--- src/source/exu_pkg.sv ---
// execute stage definitions
package exu_pkg;

	// datapath width
	localparam int xlen = 32;

	// register values, immediates, results
	typedef logic [xlen-1:0] word_t;
	// pc and jump or branch targets
	typedef logic [xlen-1:0] addr_t;
	// raw instruction word
	typedef logic [31:0] inst_t;

	// alu operation code, 4-bit encoding
	typedef logic [3:0] alu_op_t;

	localparam alu_op_t alu_add    = 4'd0;
	localparam alu_op_t alu_sub    = 4'd1;
	localparam alu_op_t alu_sll    = 4'd2;
	localparam alu_op_t alu_slt    = 4'd3;
	localparam alu_op_t alu_sltu   = 4'd4;
	localparam alu_op_t alu_xor    = 4'd5;
	localparam alu_op_t alu_srl    = 4'd6;
	localparam alu_op_t alu_sra    = 4'd7;
	localparam alu_op_t alu_or     = 4'd8;
	localparam alu_op_t alu_and    = 4'd9;
	localparam alu_op_t alu_pass_b = 4'd10;
	// shifts by the low five bits of operand b
	localparam alu_op_t alu_srl5   = 4'd11;
	localparam alu_op_t alu_sll5   = 4'd12;
	localparam alu_op_t alu_sra5   = 4'd13;

	// instruction class seen by the result stage
	typedef logic [2:0] inst_class_t;

	localparam inst_class_t cls_alu     = 3'd0;
	localparam inst_class_t cls_lui     = 3'd1;
	localparam inst_class_t cls_auipc   = 3'd2;
	localparam inst_class_t cls_jal     = 3'd3;
	localparam inst_class_t cls_jalr    = 3'd4;
	localparam inst_class_t cls_branch  = 3'd5;
	localparam inst_class_t cls_illegal = 3'd6;

	// major opcodes, inst[6:0]
	localparam logic [6:0] op_reg    = 7'b0110011;
	localparam logic [6:0] op_imm    = 7'b0010011;
	localparam logic [6:0] op_lui    = 7'b0110111;
	localparam logic [6:0] op_auipc  = 7'b0010111;
	localparam logic [6:0] op_jal    = 7'b1101111;
	localparam logic [6:0] op_jalr   = 7'b1100111;
	localparam logic [6:0] op_branch = 7'b1100011;

endpackage

--- src/source/exu_result_select.sv ---
// execute result stage
`timescale 1ns/1ps

module exu_result_select (
	input  logic                 clk,
	input  logic                 arst_n,
	input  logic                 in_valid,
	input  exu_pkg::addr_t       pc,
	input  exu_pkg::word_t       imm,
	input  exu_pkg::word_t       alu_result,
	input  exu_pkg::inst_class_t inst_class,
	input  logic                 taken,
	input  logic [4:0]           rd_in,
	output logic                 out_valid,
	output logic                 rd_wen,
	output logic                 branch_taken,
	output logic                 illegal,
	output logic [4:0]           rd_addr,
	output exu_pkg::word_t       rd_val,
	output exu_pkg::addr_t       next_pc
);
	import exu_pkg::*;

	addr_t pc_plus4;
	addr_t pc_target;
	addr_t next_pc_nxt;
	word_t rd_val_nxt;
	logic  is_jump;
	logic  is_branch;
	logic  legal;
	logic  wen_nxt;
	logic  taken_nxt;

	assign pc_plus4  = pc + 32'd4;
	// branch and jal target
	assign pc_target = pc + imm;

	assign is_jump   = (inst_class == cls_jal) || (inst_class == cls_jalr);
	assign is_branch = (inst_class == cls_branch);
	assign legal     = (inst_class != cls_illegal);

	// comparator result only matters for a branch
	assign taken_nxt = is_branch && taken;
	// x0 is never written
	assign wen_nxt   = legal && !is_branch && (rd_in != 5'd0);

	// jumps write the link address
	assign rd_val_nxt = is_jump ? pc_plus4 : alu_result;

	always_comb begin
		next_pc_nxt = pc_plus4;
		if (taken_nxt || (inst_class == cls_jal)) begin
			next_pc_nxt = pc_target;
		end else if (inst_class == cls_jalr) begin
			// jalr clears the low bit of rs1 + imm
			next_pc_nxt = {alu_result[xlen-1:1], 1'b0};
		end
	end

	// control flags pulse for one cycle
	always_ff @(posedge clk or negedge arst_n) begin
		if (!arst_n) begin
			out_valid    <= 1'b0;
			rd_wen       <= 1'b0;
			branch_taken <= 1'b0;
			illegal      <= 1'b0;
		end else begin
			out_valid    <= in_valid;
			rd_wen       <= in_valid && wen_nxt;
			branch_taken <= in_valid && taken_nxt;
			illegal      <= in_valid && !legal;
		end
	end

	// payload holds its value while idle
	always_ff @(posedge clk) begin
		if (in_valid) begin
			rd_addr <= rd_in;
			rd_val  <= rd_val_nxt;
			next_pc <= next_pc_nxt;
		end
	end

	// an undefined class would pass as legal and reach the register file
	assert property (@(posedge clk) disable iff (!arst_n)
		in_valid |-> (inst_class <= cls_illegal))
	else $error("result stage: undefined instruction class %0d", inst_class);

endmodule

--- config.mk ---
export PLATFORM = sky130hd
export DESIGN_NAME = exu_result_select
export DESIGN_NICKNAME = d
export VERILOG_FILES = /design/src/source/exu_pkg.sv /design/src/source/exu_result_select.sv
export SDC_FILE = /design/constraint.sdc
export NUM_CORES = 1
export LEC_CHECK = 0
export BUFFER_PORTS_ARGS = -buffer_cell sky130_fd_sc_hd__buf_2
export CAP_MARGIN = 15
export CORE_ASPECT_RATIO = 1.75
export CORE_MARGIN = 5
export CORE_UTILIZATION = 40
export CTS_CLUSTER_SIZE = 40
export DETAILED_ROUTE_END_ITERATION = 16
export HOLD_SLACK_MARGIN = 0.12
export PLACE_DENSITY = 0.76
export SLEW_MARGIN = 20
export SYNTH_ARGS = -nofsm -noshare
export SYNTH_HDL_FRONTEND = slang
export SYNTH_SLANG_ARGS = --single-unit
--- constraint.sdc ---
create_clock -name clk -period 0.9 [get_ports clk]
set_clock_uncertainty 0.2 [all_clocks]
set_input_delay 0.27 -clock clk [delete_from_list [all_inputs] [get_ports clk]]
set_output_delay 0.27 -clock clk [all_outputs]
set_load 0.01 [all_outputs]
==> results.sh <==
export IMPL_power_density_nw_per_um2=1270
export IMPL_seq_area_frac_synth_pct=38.8
export IMPL_avgRoutedWirePerCell_um=23.1
export IMPL_vias_per_cell=6.02
export IMPL_overflow=0
export IMPL_synth_async_reset_ratio_pct=5.48
export IMPL_startpoint_type="input pin"
export IMPL_area_growth_syn_to_layout_pct=83.0
export IMPL_synth_compound_area_share_pct=22.3
export IMPL_fin_crit_sh_pct=282
export IMPL_status="finished, violations left"
export IMPL_rsz0062_at_grt="yes"
export IMPL_nets=1135
export IMPL_ff_latch_area_sq_um=2170
export IMPL_clk_transition_reported_paths_ps=60
export IMPL_cp_end_kind="register"
export IMPL_place_gp_congestion=0.926
export IMPL_multiInputGateArea_sq_um=4320
export IMPL_slew_headroom_pct=63.8
export IMPL_routed_wl_um=27200
export IMPL_syn_avg_cell_area_sq_um=9.48
export IMPL_first_iter_violations=673
export IMPL_synthMuxAreaShare_pct=3.62
export IMPL_grt_pass1_vias=6516
export IMPL_fin_crit_ps=2540
export IMPL_numCtsBuffers=9
export IMPL_yosys_area_top_type="edfxtp_1"
export IMPL_rows=57
export IMPL_fp_dieArea_sq_um=16600
export IMPL_ys_warn_count=0
export IMPL_synth_adder_area_share_pct=7.51
export IMPL_synth_seq_cells=73
export IMPL_cts_root_buffer="clkbuf_16"
export IMPL_ant_nets=0
export IMPL_start_util_pct=40.5
export IMPL_cts_sinks=73
export IMPL_cts_tree="yes"
export IMPL_fmax_ghz=0.394
export IMPL_synth_xor_area_share_pct=8.45
export IMPL_route_detailed_drc=0
export IMPL_ctsHoldBuffers=1
export IMPL_ioPinCount=181
export IMPL_finalHoldViolations=5
export IMPL_slew_viol_final=0
export IMPL_syn_nets=732
export IMPL_h_tree_depth=3
export IMPL_finalSetupViolCount=137
export IMPL_synth_most_common_cell="edfxtp_1"
export IMPL_hpwlAfterDp_um=15700
export IMPL_synth_top_flop_cell="edfxtp_1"
export IMPL_die_h_um=167
export IMPL_cp_data_required_time_ps=870
export IMPL_synthTopCellsByArea="edfxtp_1 37%, ha_1 7.1%, a21oi_1 5.5%, xor2_1 5.0%, nand2_1 4.0%"
export IMPL_io_buffers=180
export IMPL_drive_above_1_share_pct=60.5
export IMPL_hp_class="input pin to register"
export IMPL_grt_max_degree=31
export IMPL_grt_pass1_wl_um=33400
export IMPL_synthSimpleGateAreaFrac_pct=16.1
export IMPL_firstDrtPassIters=7
export IMPL_antenna_found_initial=2
export IMPL_setup_tns_ps=-98810
export IMPL_p_leak_nw=4.66
export IMPL_vias=7095
export IMPL_hold_ws_ps=-80.5
export IMPL_finalWorstSetupSlack_ps=-1640
export IMPL_synth_cell_types=64
export IMPL_cap_violations=0
export IMPL_grt_usage_pct=25.8
export IMPL_crit_arrival_ps=2510
export IMPL_design_core_area_sq_um=13800
export IMPL_tightest_slew_ps=541
export IMPL_postSynthCellCount=591
export IMPL_worstSetupPathType="input pin to register"
export IMPL_ir_drop_uv=754
export IMPL_synthTopCellsByCount="69 x edfxtp_1, 61 x a21oi_1, 60 x nand2_1, 51 x nor2_1, 33 x o21ai_0"
export IMPL_synth_edf_count=69
export IMPL_fillers=842
export IMPL_total_power_w=0.0130
export IMPL_synth_top_family_by_area="compound AO/OA/AOI/OAI gates"
export IMPL_syn_area_sq_um=5600
export IMPL_clock_path_buffers=2
export IMPL_path_max_fanout=4
export IMPL_chipWidth_um=99.4
export IMPL_violations="hold timing, setup timing"
export IMPL_synth_top_area_share_pct=37.0
## cell type report
class                           instances  area share [%]
Sequential cell                        73            21.2
Multi-Input combinational cell        483            42.2
Antenna cell                            2          0.0488
Inverter                                6           0.244
Clock inverter                          6           0.330
Clock buffer                           10            2.23
Tap cell                              177            2.16
Timing Repair Buffer                  421            31.6
## registers in the layout, indices dropped and copies added (netlist names)
register	flops
branch_taken	1
illegal	1
next_pc	32
out_valid	1
rd_addr	5
rd_val	32
rd_wen	1
## layout by cell type (no fill, tap or decap), types with 21 or more instances in the layout
cell type | Yosys | routed
buf_2 | 4 | 158
o211ai_1 | 22 | 22
ha_1 | 32 | 22
nand2_1 | 60 | 48
edfxtp_1 | 69 | 69
a21oi_1 | 61 | 29
a21oi_2 | 3 | 31
nor2_1 | 51 | 37
buf_6 | 3 | 60
a21o_1 | 22 | 21
buf_4 | 5 | 178
## metal layers
layer | up-vias | part of all wire [%] | wire, um | GRT usage, %
met5 | - | 0 | 0 | 0
met2 | 552 | 52 | 14100 | 47.7
met1 | 3346 | 31 | 8460 | 26.5
li1 | 3018 | - | - | -
met3 | 179 | 8.4 | 2300 | 4.10
met4 | 0 | 8.6 | 2340 | 15.5
## stage by stage
stage / setup slack [ps] / cells / area (sq um) / utilization, %
2_1_floorplan: -1760 / 591 / 5940 / -
3_3_place_gp: -1970 / 1097 / 8220 / 59.4
3_5_place_dp: -1990 / 1097 / 8220 / 59.4
4_1_cts: -1520 / 1149 / 9520 / 68.8
5_1_grt: -1680 / 1178 / 10200 / 74.1
6_report: -1640 / 1178 / 10200 / 74.1
## path summary, 6_finish.rpt
| kind | startpoint | endpoint | slack, ps | cells past startpoint |
|---|---|---|---|---|
| worst max-delay path | pc[0] | next_pc[28] | -1640 | 12 |
| worst min-delay path | rd_in[1] | rd_addr[1] | -80 | 1 |
| max in group asynchronous | arst_n | branch_taken | 330 | 2 |
| min in group asynchronous | arst_n | illegal | 50 | 2 |
## report_power, final
group / leakage [nW] / switching, W / internal [W] / total, W
combinational: 3.81 / 0.00277 / 0.00260 / 0.00538
clock: 0.128 / 0.00153 / 0.00185 / 0.00338
sequential: 0.727 / 0.000138 / 0.00415 / 0.00429
## worst max-delay path, cell delays in order
cell and delay [ps]:
buf_8 100, ha_4 160, fa_2 370, a211oi_2 210
o21bai_2 120, o21ai_4 280, a21oi_4 110, o31ai_2 220
buf_4 170, a311o_1 190, a21boi_1 70, o31ai_1 240
## cell families after synthesis
family          count (synthesis)
compound gates                186
xor+xnor                       54
fa+ha+maj                      33
buf+inv                        36
flops                          73
mux                            19
simple gates                  190
## what timing repair did
action	in CTS	in global routing
gates cloned	0	4
resized for setup	187	97
setup buffers	40	39
endpoints found under the setup margin	137	137
pin swaps	80	87
hold endpoints to repair	59	45
Power figures use the tool's default switching activity.
