### src/source/exu_pkg.sv
// execute stage definitions
package exu_pkg;

	// datapath width
	localparam int xlen = 32;

	// register values, immediates, results
	typedef logic [xlen-1:0] word_t;
	// pc and jump or branch targets
	typedef logic [xlen-1:0] addr_t;
	// raw instruction word
	typedef logic [31:0] inst_t;

	// alu operation code, 4-bit encoding
	typedef logic [3:0] alu_op_t;

	localparam alu_op_t alu_add    = 4'd0;
	localparam alu_op_t alu_sub    = 4'd1;
	localparam alu_op_t alu_sll    = 4'd2;
	localparam alu_op_t alu_slt    = 4'd3;
	localparam alu_op_t alu_sltu   = 4'd4;
	localparam alu_op_t alu_xor    = 4'd5;
	localparam alu_op_t alu_srl    = 4'd6;
	localparam alu_op_t alu_sra    = 4'd7;
	localparam alu_op_t alu_or     = 4'd8;
	localparam alu_op_t alu_and    = 4'd9;
	localparam alu_op_t alu_pass_b = 4'd10;
	// shifts by the low five bits of operand b
	localparam alu_op_t alu_srl5   = 4'd11;
	localparam alu_op_t alu_sll5   = 4'd12;
	localparam alu_op_t alu_sra5   = 4'd13;

	// instruction class seen by the result stage
	typedef logic [2:0] inst_class_t;

	localparam inst_class_t cls_alu     = 3'd0;
	localparam inst_class_t cls_lui     = 3'd1;
	localparam inst_class_t cls_auipc   = 3'd2;
	localparam inst_class_t cls_jal     = 3'd3;
	localparam inst_class_t cls_jalr    = 3'd4;
	localparam inst_class_t cls_branch  = 3'd5;
	localparam inst_class_t cls_illegal = 3'd6;

	// major opcodes, inst[6:0]
	localparam logic [6:0] op_reg    = 7'b0110011;
	localparam logic [6:0] op_imm    = 7'b0010011;
	localparam logic [6:0] op_lui    = 7'b0110111;
	localparam logic [6:0] op_auipc  = 7'b0010111;
	localparam logic [6:0] op_jal    = 7'b1101111;
	localparam logic [6:0] op_jalr   = 7'b1100111;
	localparam logic [6:0] op_branch = 7'b1100011;

endpackage

### src/source/branch_compare.sv
// branch condition unit
`timescale 1ns/1ps

module branch_compare (
	input  exu_pkg::word_t rs1_val,
	input  exu_pkg::word_t rs2_val,
	input  logic [2:0]     funct3,
	output logic           taken
);

	logic eq;
	logic lt_s;
	logic lt_u;

	// comparisons kept apart from the alu so both run in parallel
	assign eq   = (rs1_val == rs2_val);
	assign lt_s = ($signed(rs1_val) < $signed(rs2_val));
	assign lt_u = (rs1_val < rs2_val);

	// condition picked by funct3
	always_comb begin
		case (funct3)
			// beq
			3'd0: begin
				taken = eq;
			end
			// bne
			3'd1: begin
				taken = !eq;
			end
			// blt
			3'd4: begin
				taken = lt_s;
			end
			// bge
			3'd5: begin
				taken = !lt_s;
			end
			// bltu
			3'd6: begin
				taken = lt_u;
			end
			// bgeu
			3'd7: begin
				taken = !lt_u;
			end
			// 2 and 3 are not branch conditions
			default: begin
				taken = 1'b0;
			end
		endcase
	end

endmodule

### config.mk
export PLATFORM = sky130hd
export DESIGN_NAME = branch_compare
export DESIGN_NICKNAME = d
export VERILOG_FILES = /design/src/source/exu_pkg.sv /design/src/source/branch_compare.sv
export SDC_FILE = /design/constraint.sdc
export NUM_CORES = 1
export LEC_CHECK = 0
export BUFFER_PORTS_ARGS = -buffer_cell sky130_fd_sc_hd__buf_2
export CAP_MARGIN = 20
export CORE_UTILIZATION = 43
export DETAILED_ROUTE_END_ITERATION = 12
export PLACE_DENSITY = 0.95
export SYNTH_ARGS = -nofsm -noshare
export SYNTH_HDL_FRONTEND = slang
export SYNTH_SLANG_ARGS = --single-unit
### constraint.sdc
create_clock -name vclk -period 8
set_input_delay 2.4 -clock vclk [all_inputs]
set_output_delay 2.4 -clock vclk [all_outputs]
set_load 0.05 [all_outputs]
==> results of run 1 <==
## worst min-delay path by stage
stage,endpoint,cells past startpoint,from
2_1_floorplan,taken,1,funct3[2]
3_5_place_dp,taken,3,funct3[2]
4_1_cts,taken,3,funct3[2]
6_report,taken,3,funct3[2]
3_3_place_gp,taken,3,funct3[2]
5_1_grt,taken,3,funct3[2]
## cell families after synthesis
logic type | synth area share
AOI/OAI and AO/OA | 0.1867
xor gates and xnor gates | 0.02026
adders and majority gates | 0.4631
and+or+nand+nor | 0.1867
buffers and inverters | 0.1433
## power groups by stage
stage,clock network [mW],registers (mW),logic [mW]
floorplan,0,0,0.0342
global route,0,0,0.0667
detailed placement,0,0,0.0590
global placement,0,0,0.0548
finish,0,0,0.0588
CTS,0,0,0.0594
## stage by stage
stage	cells	hold WS [ns]
after floorplan	120	5.127
after global placement	213	5.260
after detailed placement	213	5.272
after CTS	213	5.272
after global routing	213	5.290
final	213	5.273
## cell type report
type	instances	area [um^2]	share of cell area
tap	25	31.28	0.02530
inverter	33	123.9	0.1002
timing repair buffer	68	340.3	0.2753
multi-input combinational	87	740.7	0.5992
## routing by layer
metal,part of all wire,global-route usage
met5,0,0
met4,0,0.02286
met3,0.065,0.01923
met2,0.55,0.4139
met1,0.39,0.1750
## synthesized netlist by cell type, types with 2 or more instances
library cell / instances / area share
sky130_fd_sc_hd__a221oi_2: 2 / 0.035
sky130_fd_sc_hd__o21ai_0: 2 / 0.012
sky130_fd_sc_hd__a21oi_1: 12 / 0.069
sky130_fd_sc_hd__nor3_1: 2 / 0.012
sky130_fd_sc_hd__and4_2: 2 / 0.023
sky130_fd_sc_hd__ha_1: 32 / 0.46
sky130_fd_sc_hd__nor2_1: 2 / 0.0087
sky130_fd_sc_hd__nand4_1: 6 / 0.043
sky130_fd_sc_hd__inv_1: 33 / 0.14
sky130_fd_sc_hd__nand3_1: 5 / 0.029
sky130_fd_sc_hd__nand2_1: 8 / 0.035
## critical path, cell delays in order
cell	delay (ns)
sky130_fd_sc_hd__buf_2	0.10
sky130_fd_sc_hd__ha_1	0.30
sky130_fd_sc_hd__a21oi_1	0.17
sky130_fd_sc_hd__o21ai_0	0.13
sky130_fd_sc_hd__a221oi_2	0.25
sky130_fd_sc_hd__o22ai_1	0.14
sky130_fd_sc_hd__or4_1	0.51
sky130_fd_sc_hd__a31o_1	0.22
sky130_fd_sc_hd__buf_2	0.20
==> out/metrics.cfg, run 1 <==
[status]
result_of_the_run=completed

[yosys]
synth_nets=219
mappedNetlistArea_um2=864.6
yosys_warnings=0
synth_cells=120
synth.avg_cell_area_um2=7.205
yosysSeqAreaShare=0
synthDistinctLibCells=25

[finish]
final_core_utilization=0.6861
layout-drive-gt1-share=0.3936
final_design_area_no_fill_mm2=0.001236
final.fill_count=162
regArea_um2=0
antenna-diode-count=0
commonest_cells_after_routing_fill_and_taps_aside=sky130_fd_sc_hd__buf_2 (68), sky130_fd_sc_hd__inv_1 (33), sky130_fd_sc_hd__ha_1 (32)
finalNetCount=289
final_common_cell=sky130_fd_sc_hd__buf_2
areaGrowthSynthToFinish_pct=42.98
flops_and_latches=0
final.clkbuf_count=0

[pwr]
power.share.combinational=1.000
total_leakage_power_nw=0.7947
p_sw_frac=0.4840
power-per-cell-area_mw_per_mm2=47.58
clock_share_of_power=0
power.share.sequential=0
power_report.internal_total_mw=0.03035
post-layout-total-power_mw=0.05882
p_sw_mw=0.02847
irDropWorstVdd_uv=25.97

[grt]
overflow=0
global_router_s_overall_resource_usage=0.1843
initial_antenna_violation_count=0
grt_start_max_net_pins=4
grt_pass1_wl_mm=3.098
grt_pass1_vias=902

[sta]
endpoints_failing_hold=0
finalSetupViolations=0
final_max_slew_viol_count=0
setup_ws_ns=1.163
timing.max_slew.rel_slack=0.7993
layout_min_cycle_time_ns=6.837
final.setup.tns_ns=0
timing.final.crit_share=0.8546
timing_worst_slew_pin_value_ns=0.2988
maxClockFrequency_ghz=0.1463
grt_setup_unrepaired=no

[critical_path]
setup.worst_path.end_class=primary output
critPathLaunch=rs1_val[11]
cp-start-kind=input pin
worst-setup-path-type=input pin to primary output
worst_setup_endpoint=taken
critical_path.max_fanout=2
cp.required_ns=5.60
cp_data_arrival_time_ns=4.44

[clocking]
post_cts.resized_instances=0
post_cts_buffers=0
postCtsHoldBufs=0

[floorplanning]
ioPinCount=68
die_height_um=46.84
core.rowCount=15
initial_utilization=0.4799
floorplan.core_area_mm2=0.001802
die_width_um=46.84
die_area_mm2=0.002194

[place]
globalplace.congestion=0.7469
io_buffer_count=68
dp_hpwl_mm=2.036
detailedPlace.worstSlack_ns=1.210
placement.cell_area_mm2=0.001236

[hold_path]
worstHoldPathType=input pin to primary output

[job]
max_cap_violations=0

[routing]
drt-pass1-iter-count=4
count_of_unresolved_drc_violations_after_routing=0
drt_wl_total_mm=2.107
wl_per_cell_um=9.892
route.detailed.vias_per_inst=4.930
detailroute.via_count=1050
route.antenna.remaining_nets=0
detailedRoute.firstIterationViolations=14

Power figures use the tool's default switching activity.
==> run 2, diff against run 1 <==
--- a/config.mk
+++ b/config.mk
@@ -10,6 +10,7 @@
 export CORE_UTILIZATION = 43
 export DETAILED_ROUTE_END_ITERATION = 12
 export PLACE_DENSITY = 0.95
+export RECOVER_POWER = 100
 export SYNTH_ARGS = -nofsm -noshare
 export SYNTH_HDL_FRONTEND = slang
 export SYNTH_SLANG_ARGS = --single-unit
==> run 2 against run 1 <==
Against the previous run:
- core utilization is 0.069 points lower
- count of clock-buffer cells in the layout unchanged
- sequential cell count unchanged
- final area is 0.10% lower
- first-iteration DRC count stayed put
- sequential share of layout area unchanged
- critical path depth did not move
- largest cell class unchanged
- global-route usage stayed put
==> out/metrics.cfg, run 2 (same netlist as run 1, synthesis figures left out) <==
[finish]
final_common_cell=sky130_fd_sc_hd__buf_2
commonest_cells_after_routing_fill_and_taps_aside=sky130_fd_sc_hd__buf_2 (67), sky130_fd_sc_hd__inv_1 (33), sky130_fd_sc_hd__ha_1 (32)
final.fill_count=163
finalNetCount=289
regArea_um2=0
areaGrowthSynthToFinish_pct=42.84
multi_input_comb_area_um2=740.7
flops_and_latches=0
final.clkbuf_count=0
final_core_utilization=0.6854
layout-drive-gt1-share=0.3883
antenna-diode-count=0

[place]
io_buffer_count=68
globalplace.congestion=0.7469
dp_hpwl_mm=2.036

[pwr]
p_sw_frac=0.4860
power-per-cell-area_mw_per_mm2=47.51
power_report.internal_total_mw=0.03016
power.share.combinational=1.000
p_sw_mw=0.02851
power.share.sequential=0
clock_share_of_power=0
total_leakage_power_nw=0.7915
irDropWorstVdd_uv=25.97

[floorplanning]
core.rowCount=15
die_area_mm2=0.002194
initial_utilization=0.4799
die_height_um=46.84
ioPinCount=68
floorplan.core_area_mm2=0.001802
die_width_um=46.84

[routing]
route.antenna.remaining_nets=0
drt_wl_total_mm=2.109
drt-pass1-iter-count=4
detailedRoute.firstIterationViolations=14
route.detailed.vias_per_inst=4.930
wl_per_cell_um=9.901
count_of_unresolved_drc_violations_after_routing=0
detailroute.via_count=1050

[sta]
endpoints_failing_hold=0
grt_setup_unrepaired=no
timing.max_slew.rel_slack=0.6024
maxClockFrequency_ghz=0.1433
final_max_slew_viol_count=0
finalSetupViolations=0
layout_min_cycle_time_ns=6.978
final.setup.tns_ns=0
timing.final.crit_share=0.8722
timing_worst_slew_pin_value_ns=0.5990

[hold_path]
worstHoldPathCells=3
holdPathEnd=taken
hold_path.startpoint=funct3[2]
worstHoldPathType=input pin to primary output

[critical_path]
cp-start-kind=input pin
cp_data_arrival_time_ns=4.58
cp_slowest_stage_delay_ns=0.68
cp.required_ns=5.60
critical_path.max_fanout=3
cells_along_the_critical_path=buf_2 > inv_1 > ha_1 > nand4_1 > or4b_2 > o22ai_1 > or4_1 > a31o_1 > clkbuf_1
setup.worst_path.end_class=primary output
worst-setup-path-type=input pin to primary output
critPathSlowestCell=sky130_fd_sc_hd__or4b_2

[grt]
initial_antenna_violation_count=0
grt_pass1_vias=902
grt_pass1_wl_mm=3.098
overflow=0
grt_start_max_net_pins=4
global_router_s_overall_resource_usage=0.1843

[clocking]
post_cts.resized_instances=0
postCtsHoldBufs=0
post_cts_buffers=0

[status]
result_of_the_run=completed

[job]
max_cap_violations=0

## run 2: changes by cell type in the layout (fill, tap and decap cells not counted), sizes merged
cell,previous run,this run
clkbuf,0,1
buf,68,67
## run 2: critical path: cells and delay by family
kind	cells	cell delay, ns
buffers and inverters	3	0.58
adders and majority gates	1	0.30
AOI/OAI and AO/OA	2	0.32
and+or+nand+nor	3	0.98
## run 2: layer usage
metal | vias to the layer above | GRT usage | part of all wire
li1 | 558 | - | -
met1 | 448 | 0.1750 | 0.39
met2 | 44 | 0.4139 | 0.54
met3 | 0 | 0.01923 | 0.066
met4 | 0 | 0.02286 | 0
met5 | - | 0 | 0
## run 2: area by class of cell
cell class | instances | share of cell area
multi-input cells | 87 | 0.5998
repair buffers | 68 | 0.2746
inverters | 33 | 0.1003
well taps | 25 | 0.02533
## run 2: through the flow
stage          power (mW)  std cells  instance area, um^2  setup slack, ns  hold slack, ns
6_report          0.05867        213                 1235            1.022           5.367
2_1_floorplan     0.03415        120                864.6            1.383           5.127
5_1_grt           0.06650        213                 1235           0.8576           5.379
3_3_place_gp      0.05482        213                 1236            1.229           5.260
3_5_place_dp      0.05902        213                 1236            1.210           5.272
4_1_cts           0.05945        213                 1236            1.204           5.272
## run 2: power groups by stage
| stage | Sequential (mW) | Combinational [mW] | Clock [mW] |
|---|---|---|---|
| floorplan | 0 | 0.0342 | 0 |
| global placement | 0 | 0.0548 | 0 |
| detailed placement | 0 | 0.0590 | 0 |
| CTS | 0 | 0.0594 | 0 |
| global route | 0 | 0.0665 | 0 |
| finish | 0 | 0.0587 | 0 |
## run 2: worst max path at each step
stage           startpoint  endpoint  slack, ns  depth (start not counted)
6_report       rs2_val[31]     taken       1.02                          9
4_1_cts        rs1_val[14]     taken       1.20                          8
5_1_grt        rs2_val[31]     taken       0.86                          9
3_5_place_dp   rs1_val[14]     taken       1.21                          8
2_1_floorplan  rs2_val[19]     taken       1.38                          7
3_3_place_gp   rs1_val[14]     taken       1.23                          9
