===== src/source/exu_pkg.sv =====
// execute stage definitions
package exu_pkg;

	// datapath width
	localparam int xlen = 32;

	// register values, immediates, results
	typedef logic [xlen-1:0] word_t;
	// pc and jump or branch targets
	typedef logic [xlen-1:0] addr_t;
	// raw instruction word
	typedef logic [31:0] inst_t;

	// alu operation code, 4-bit encoding
	typedef logic [3:0] alu_op_t;

	localparam alu_op_t alu_add    = 4'd0;
	localparam alu_op_t alu_sub    = 4'd1;
	localparam alu_op_t alu_sll    = 4'd2;
	localparam alu_op_t alu_slt    = 4'd3;
	localparam alu_op_t alu_sltu   = 4'd4;
	localparam alu_op_t alu_xor    = 4'd5;
	localparam alu_op_t alu_srl    = 4'd6;
	localparam alu_op_t alu_sra    = 4'd7;
	localparam alu_op_t alu_or     = 4'd8;
	localparam alu_op_t alu_and    = 4'd9;
	localparam alu_op_t alu_pass_b = 4'd10;
	// shifts by the low five bits of operand b
	localparam alu_op_t alu_srl5   = 4'd11;
	localparam alu_op_t alu_sll5   = 4'd12;
	localparam alu_op_t alu_sra5   = 4'd13;

	// instruction class seen by the result stage
	typedef logic [2:0] inst_class_t;

	localparam inst_class_t cls_alu     = 3'd0;
	localparam inst_class_t cls_lui     = 3'd1;
	localparam inst_class_t cls_auipc   = 3'd2;
	localparam inst_class_t cls_jal     = 3'd3;
	localparam inst_class_t cls_jalr    = 3'd4;
	localparam inst_class_t cls_branch  = 3'd5;
	localparam inst_class_t cls_illegal = 3'd6;

	// major opcodes, inst[6:0]
	localparam logic [6:0] op_reg    = 7'b0110011;
	localparam logic [6:0] op_imm    = 7'b0010011;
	localparam logic [6:0] op_lui    = 7'b0110111;
	localparam logic [6:0] op_auipc  = 7'b0010111;
	localparam logic [6:0] op_jal    = 7'b1101111;
	localparam logic [6:0] op_jalr   = 7'b1100111;
	localparam logic [6:0] op_branch = 7'b1100011;

endpackage


===== src/source/alu_op_decode.sv =====
// rv32i execute decoder
`timescale 1ns/1ps

module alu_op_decode (
	input  exu_pkg::inst_t       inst,
	output exu_pkg::alu_op_t     alu_op,
	output logic                 sel_a_pc,
	output logic                 sel_b_imm,
	output exu_pkg::word_t       imm,
	output exu_pkg::inst_class_t inst_class,
	output logic [2:0]           funct3
);
	import exu_pkg::*;

	logic [6:0] opcode;
	logic [6:0] funct7;
	logic       funct7_ok;
	alu_op_t    arith_op;
	word_t      imm_i;
	word_t      imm_u;
	word_t      imm_j;
	word_t      imm_b;

	// instruction fields
	assign opcode = inst[6:0];
	assign funct3 = inst[14:12];
	assign funct7 = inst[31:25];

	// immediate formats, all sign extended from bit 31
	assign imm_i = {{20{inst[31]}}, inst[31:20]};
	assign imm_u = {inst[31:12], 12'b0};
	assign imm_j = {{12{inst[31]}}, inst[19:12], inst[20], inst[30:21], 1'b0};
	assign imm_b = {{20{inst[31]}}, inst[7], inst[30:25], inst[11:8], 1'b0};

	// funct7 check, only sub and sra may set bit 5
	always_comb begin
		funct7_ok = 1'b1;
		if (opcode == op_reg) begin
			funct7_ok = (funct7 == 7'h00) ||
				((funct7 == 7'h20) && ((funct3 == 3'd0) || (funct3 == 3'd5)));
		end else if (opcode == op_imm) begin
			if (funct3 == 3'd1) begin
				funct7_ok = (funct7 == 7'h00);
			end else if (funct3 == 3'd5) begin
				funct7_ok = (funct7 == 7'h00) || (funct7 == 7'h20);
			end
		end
	end

	// funct3 to alu code, shared by register and immediate forms
	always_comb begin
		case (funct3)
			// addi has no subtract form
			3'd0: arith_op = ((opcode == op_reg) && funct7[5]) ? alu_sub : alu_add;
			3'd1: arith_op = alu_sll5;
			3'd2: arith_op = alu_slt;
			3'd3: arith_op = alu_sltu;
			3'd4: arith_op = alu_xor;
			3'd5: arith_op = funct7[5] ? alu_sra5 : alu_srl5;
			3'd6: arith_op = alu_or;
			default: arith_op = alu_and;
		endcase
	end

	// per-opcode operand selects, immediate and class
	always_comb begin
		alu_op     = alu_add;
		sel_a_pc   = 1'b0;
		sel_b_imm  = 1'b0;
		imm        = imm_i;
		inst_class = cls_illegal;
		case (opcode)
			op_reg: begin
				alu_op     = arith_op;
				inst_class = funct7_ok ? cls_alu : cls_illegal;
			end
			op_imm: begin
				alu_op     = arith_op;
				sel_b_imm  = 1'b1;
				inst_class = funct7_ok ? cls_alu : cls_illegal;
			end
			op_lui: begin
				alu_op     = alu_pass_b;
				sel_b_imm  = 1'b1;
				imm        = imm_u;
				inst_class = cls_lui;
			end
			op_auipc: begin
				sel_a_pc   = 1'b1;
				sel_b_imm  = 1'b1;
				imm        = imm_u;
				inst_class = cls_auipc;
			end
			// jal target is formed in the result stage
			op_jal: begin
				imm        = imm_j;
				inst_class = cls_jal;
			end
			// alu gives rs1 + imm as the jump target
			op_jalr: begin
				sel_b_imm  = 1'b1;
				inst_class = cls_jalr;
			end
			op_branch: begin
				imm        = imm_b;
				inst_class = cls_branch;
			end
			default: inst_class = cls_illegal;
		endcase
	end

endmodule


===== config.mk =====
export PLATFORM = sky130hd
export DESIGN_NAME = alu_op_decode
export DESIGN_NICKNAME = d
export VERILOG_FILES = /design/src/source/exu_pkg.sv /design/src/source/alu_op_decode.sv
export SDC_FILE = /design/constraint.sdc
export NUM_CORES = 1
export LEC_CHECK = 0
export ABC_AREA = 1
export ABC_CLOCK_PERIOD_IN_PS = 1300
export BUFFER_PORTS_ARGS = -buffer_cell sky130_fd_sc_hd__buf_2
export CORE_UTILIZATION = 42
export DETAILED_ROUTE_END_ITERATION = 16
export PLACE_DENSITY = 0.9
export SETUP_SLACK_MARGIN = 0.02
export SLEW_MARGIN = 20
export SYNTH_ARGS = -nofsm -noshare
export SYNTH_HDL_FRONTEND = slang
export SYNTH_SLANG_ARGS = --single-unit

===== constraint.sdc =====
create_clock -name vclk -period 1.3
set_input_delay 0.065 -clock vclk [all_inputs]
set_output_delay 0.065 -clock vclk [all_outputs]
set_load 0.005 [all_outputs]

==> results of run 1 <==
## kinds of logic (layout without fill, tap and decap cells)
group | count (synthesis) | after routing | synth area share, %
buffers and inverters | 34 | 106 | 19.88
AND/OR/NAND/NOR | 78 | 78 | 51.99
AO/OA/AOI/OAI | 33 | 33 | 28.13
## power breakdown
part | switching [µW] | internal (µW) | total (µW)
sequential | 0 | 0 | 0
combinational | 157 | 128 | 285
clock | 0 | 0 | 0
## cell usage in the layout (no fill, tap or decap), types with 2 or more instances in the layout
master and n:
a31oi_1 2, inv_1 22, o211ai_1 3, nor2_4 4, nor2_1 18, buf_2 76
buf_4 2, o21ai_0 5, nand2_1 31, nand2_2 7, nand3_1 8, inv_2 4
o21ai_2 14, nand2_4 4, o21ai_1 6, a21oi_1 2, nand2_8 2
## final cells by class
cell class / instances / area [µm²]
Timing Repair Buffer: 78 / 395.4
Multi-Input combinational cell: 111 / 665.6
Inverter: 28 / 110.1
Fill cell: 169 / 580.6
Tap cell: 25 / 31.28
## final timing paths
kind / to / depth (start not counted) / slack [ns] / from
setup / recovery: sel_b_imm / 8 / 0.11 / inst[1]
hold / removal: funct3[0] / 2 / 0.35 / inst[12]
## timing repair
action	4_1_cts	5_1_grt
gates resized for setup	0	3
endpoints found under the setup margin	0	2
buffers inserted	0	1
## metal layers
layer	up-vias	global-route usage (%)	share of wire (%)
met5	-	0	0
met4	0	1.176	0
met3	0	0.3922	5.7
met2	47	44.51	52
met1	474	27.02	42
li1	604	-	-
## worst max-delay path, stage by stage
cell and delay [ns]:
buf_2 0.11, nand2_4 0.11, nor2_4 0.05, buf_4 0.13, nand2_1 0.11, nor2_1 0.06, or3_1 0.35, buf_2 0.13
## stage by stage
step	instances	total power [µW]
after floorplan	145	152.4
after global placement	241	276.7
after detailed placement	241	280.2
after CTS	241	281.0
after global routing	242	321.4
final	242	285.4
==> reports/results.ini, run 1 <==
[status]
outcome=finished clean

[timing]
finalHoldViolations=0
max_freq_mhz=840.7
fin_crit_ns=1.190
worst_pin_slew_ns=0.3164
slew_viol_final=0
fin_tns_setup_ns=0
rsz0062_at_grt=false
maxSlewHeadroom_pct=78.81
setup_ws_ns=0.1105
holdWs_ns=0.3535
fin_crit_sh_pct=91.50
setup-violations-final=0

[pwr]
power.density_mw_per_mm2=237.3
power.leakage_uw=0.0007016
ir_drop_v=0.0001246

[detailed_routing]
drc_errors=0
viasPerCell=4.649
final_antenna_net_count=0
wl_per_cell_um=10.04
drtIter0Drc=16
routed_wl_mm=2.430
vias=1125
dr.pass1.iters=4

[worst_hold_path]
hold_path.class=in -> out

[cells_and_area]
drive_gt1_share_pct=53.46
nets=251
num_antenna_cells=0
n_clock_buffer=0
syn_to_final_growth_pct=46.94
design_area_mm2=0.001202
seq_cells=0
final_core_util_pct=67.44
seq_area_um2=0

[floorplan]
fp.dieArea_mm2=0.002129
start_util_pct=45.89
dieWidth_um=46.14
die_y_um=46.14
io_pins=76
rows=15
coreArea_mm2=0.001783

[global_routing]
grt_max_degree=12
grt_first_pass_wirelength_mm=3.588
track_usage_pct=22.28
antenna_found_initial=0
grt_pass1_vias=849
overflow=0

[place]
dp_hpwl_mm=2.129
gp_congestion=0.8682
portBuffers=76
place_area_mm2=0.001185
dpl_worst_slack_ns=0.09146

[synth]
yosys-top-cells-area=o21ai_2 15%, nand2_1 14%, inv_1 10%
yosys.area.top_type_share_pct=14.98
yosysTopAreaCell=o21ai_2
synthTopCellsByCount=31 x nand2_1, 22 x inv_1, 18 x nor2_1, 14 x o21ai_2
synth_warnings=0
synth.distinct_cells=25
syn_inst=145
ys_seq_area_share_pct=0
synth.avg_cell_area_um2=5.643
yosysMostFrequentCell=nand2_1
synth.cell_area_um2=818.3
syn_nets=177

[critical_path]
cp-start-kind=primary input
cp_max_fo=4
required_ns=1.24
critical_path_arrival_ns=1.12
worstSetupEndpointType=primary output
crit_type=in -> out

[clocking]
cts_hold_buf=0

[run]
max_cap_violations=0

Note: power is estimated with default switching activity, not from simulation.
==> run 2: changes to the inputs <==
--- a/config.mk
+++ b/config.mk
@@ -7,7 +7,8 @@
 export LEC_CHECK = 0
 export ABC_AREA = 1
 export ABC_CLOCK_PERIOD_IN_PS = 1300
-export BUFFER_PORTS_ARGS = -buffer_cell sky130_fd_sc_hd__buf_2
+export BUFFER_PORTS_ARGS = -buffer_cell sky130_fd_sc_hd__clkbuf_2
+export CORE_MARGIN = 2
 export CORE_UTILIZATION = 42
 export DETAILED_ROUTE_END_ITERATION = 16
 export PLACE_DENSITY = 0.9
==> run 2 against run 1 <==
Net effect:
- total power fell by 0.94%
- die area rose by 8.9%
- non-clock buffer count fell by 1
- setup slack improved by 0.011 ns
- combinational power barely moved
- largest power group unchanged
==> reports/results.ini, run 2 (synthesis results as in run 1) <==
[status]
outcome=finished clean

[timing]
slew_viol_final=0
worst_pin_slew_ns=0.3356
max_freq_mhz=848.3
fin_tns_setup_ns=0
finalHoldViolations=0
setup-violations-final=0
rsz0062_at_grt=false
fin_crit_ns=1.179
fin_crit_sh_pct=90.68
maxSlewHeadroom_pct=77.53
holdWs_ns=0.3476

[place]
portBuffers=76
dp_hpwl_mm=2.171
gp_congestion=0.8044
dp.cells=241

[pwr]
power.leakage_uw=0.0007020
power.density_mw_per_mm2=238.6
ir_drop_v=0.0001325

[critical_path]
cpMostUsedCell=clkbuf_2
crit_family=simple AND/OR/NAND/NOR gates
worstSetupEndpointType=primary output
cp-start-kind=primary input
crit_type=in -> out
cp_max_fo=11
path_cells=clkbuf_2, inv_2, nor3_4, nand2_4, nand2_2, o21ai_0, clkbuf_2
critPathBufInv=3
required_ns=1.24
critical_path_arrival_ns=1.11
slowest_stage=nand2_2
critical_path.max_stage_delay_ns=0.25

[worst_hold_path]
hold_path.class=in -> out
whs_path_depth=2
worstHoldStart=inst[12]
min_to=funct3[0]

[detailed_routing]
routed_wl_mm=2.384
drtIter0Drc=15
vias=1157
dr.pass1.iters=4
final_antenna_net_count=0
wl_per_cell_um=9.892
drc_errors=0
viasPerCell=4.801

[cells_and_area]
seq_area_um2=0
num-fill-cells=179
fin_cells=241
num_antenna_cells=0
layout_common_cells=76 x clkbuf_2, 31 x nand2_1, 22 x inv_1
seq_cells=0
layout_commonest_cell=clkbuf_2
syn_to_final_growth_pct=44.80
drive_gt1_share_pct=53.24
nets=250
n_clock_buffer=0

[clocking]
ctsResizeCount=0
cts_hold_buf=0
post_cts_buffers=0

[floorplan]
rows=15
dieWidth_um=48.14
fp.dieArea_mm2=0.002317
start_util_pct=45.89
io_pins=76
coreArea_mm2=0.001783
die_y_um=48.14

[global_routing]
grt_max_degree=12
overflow=0
antenna_found_initial=0
grt_pass1_vias=856
grt_first_pass_wirelength_mm=3.415
track_usage_pct=19.55

[run]
max_cap_violations=0

[run 2: cell count changes in the layout (fill, tap and decap cells not counted)]
cell,delta
buf_2,-76
clkbuf_2,+76
buf_4,-1
nand2_2,+1
nand2_4,-1
nor2_2,+1
nor2_4,-1
o21ai_0,+1
o21ai_1,-1
[run 2: per-layer routing]
metal  vias up  track usage, %  share of wire (%)
met4         0           2.703               0.88
li1        600               -                  -
met5         -               0                  0
met1       504           23.96                 41
met2        49           37.37                 50
met3         4           1.481                7.7
[run 2: area by class of cell]
cell class                 count  area (µm²)  area share (%)
multi-input combinational    111       655.6           55.33
timing repair buffer          77       387.9           32.73
inverter                      28       110.1           9.293
tap                           25       31.28           2.640
[run 2: how the worst max path moves through the flow]
stage | start | endpoint | slack [ns] | cells past startpoint
after floorplan | inst[1] | inst_class[1] | 0.48 | 7
final | inst[2] | imm[20] | 0.12 | 7
after detailed placement | inst[1] | imm[1] | 0.14 | 10
after CTS | inst[1] | imm[1] | 0.14 | 10
after global placement | inst[2] | imm[20] | 0.18 | 7
after global routing | inst[1] | imm[4] | 0.02 | 10
[run 2: power breakdown]
part	total, µW	switching [µW]	internal (µW)
Sequential	0	0	0
Clock	0	0	0
Combinational	283	158	125
Total	283	158	125
[run 2: stage by stage]
stage | instance area, µm² | setup WS, ns | total power [µW] | utilization [%]
2_1_floorplan | 818.3 | 0.4756 | 152.4 | -
3_3_place_gp | 1185 | 0.1770 | 280.7 | 66.46
3_5_place_dp | 1185 | 0.1379 | 283.4 | 66.46
4_1_cts | 1185 | 0.1381 | 284.2 | 66.46
5_1_grt | 1185 | 0.02402 | 318.7 | 66.46
6_report | 1185 | 0.1212 | 282.7 | 66.46
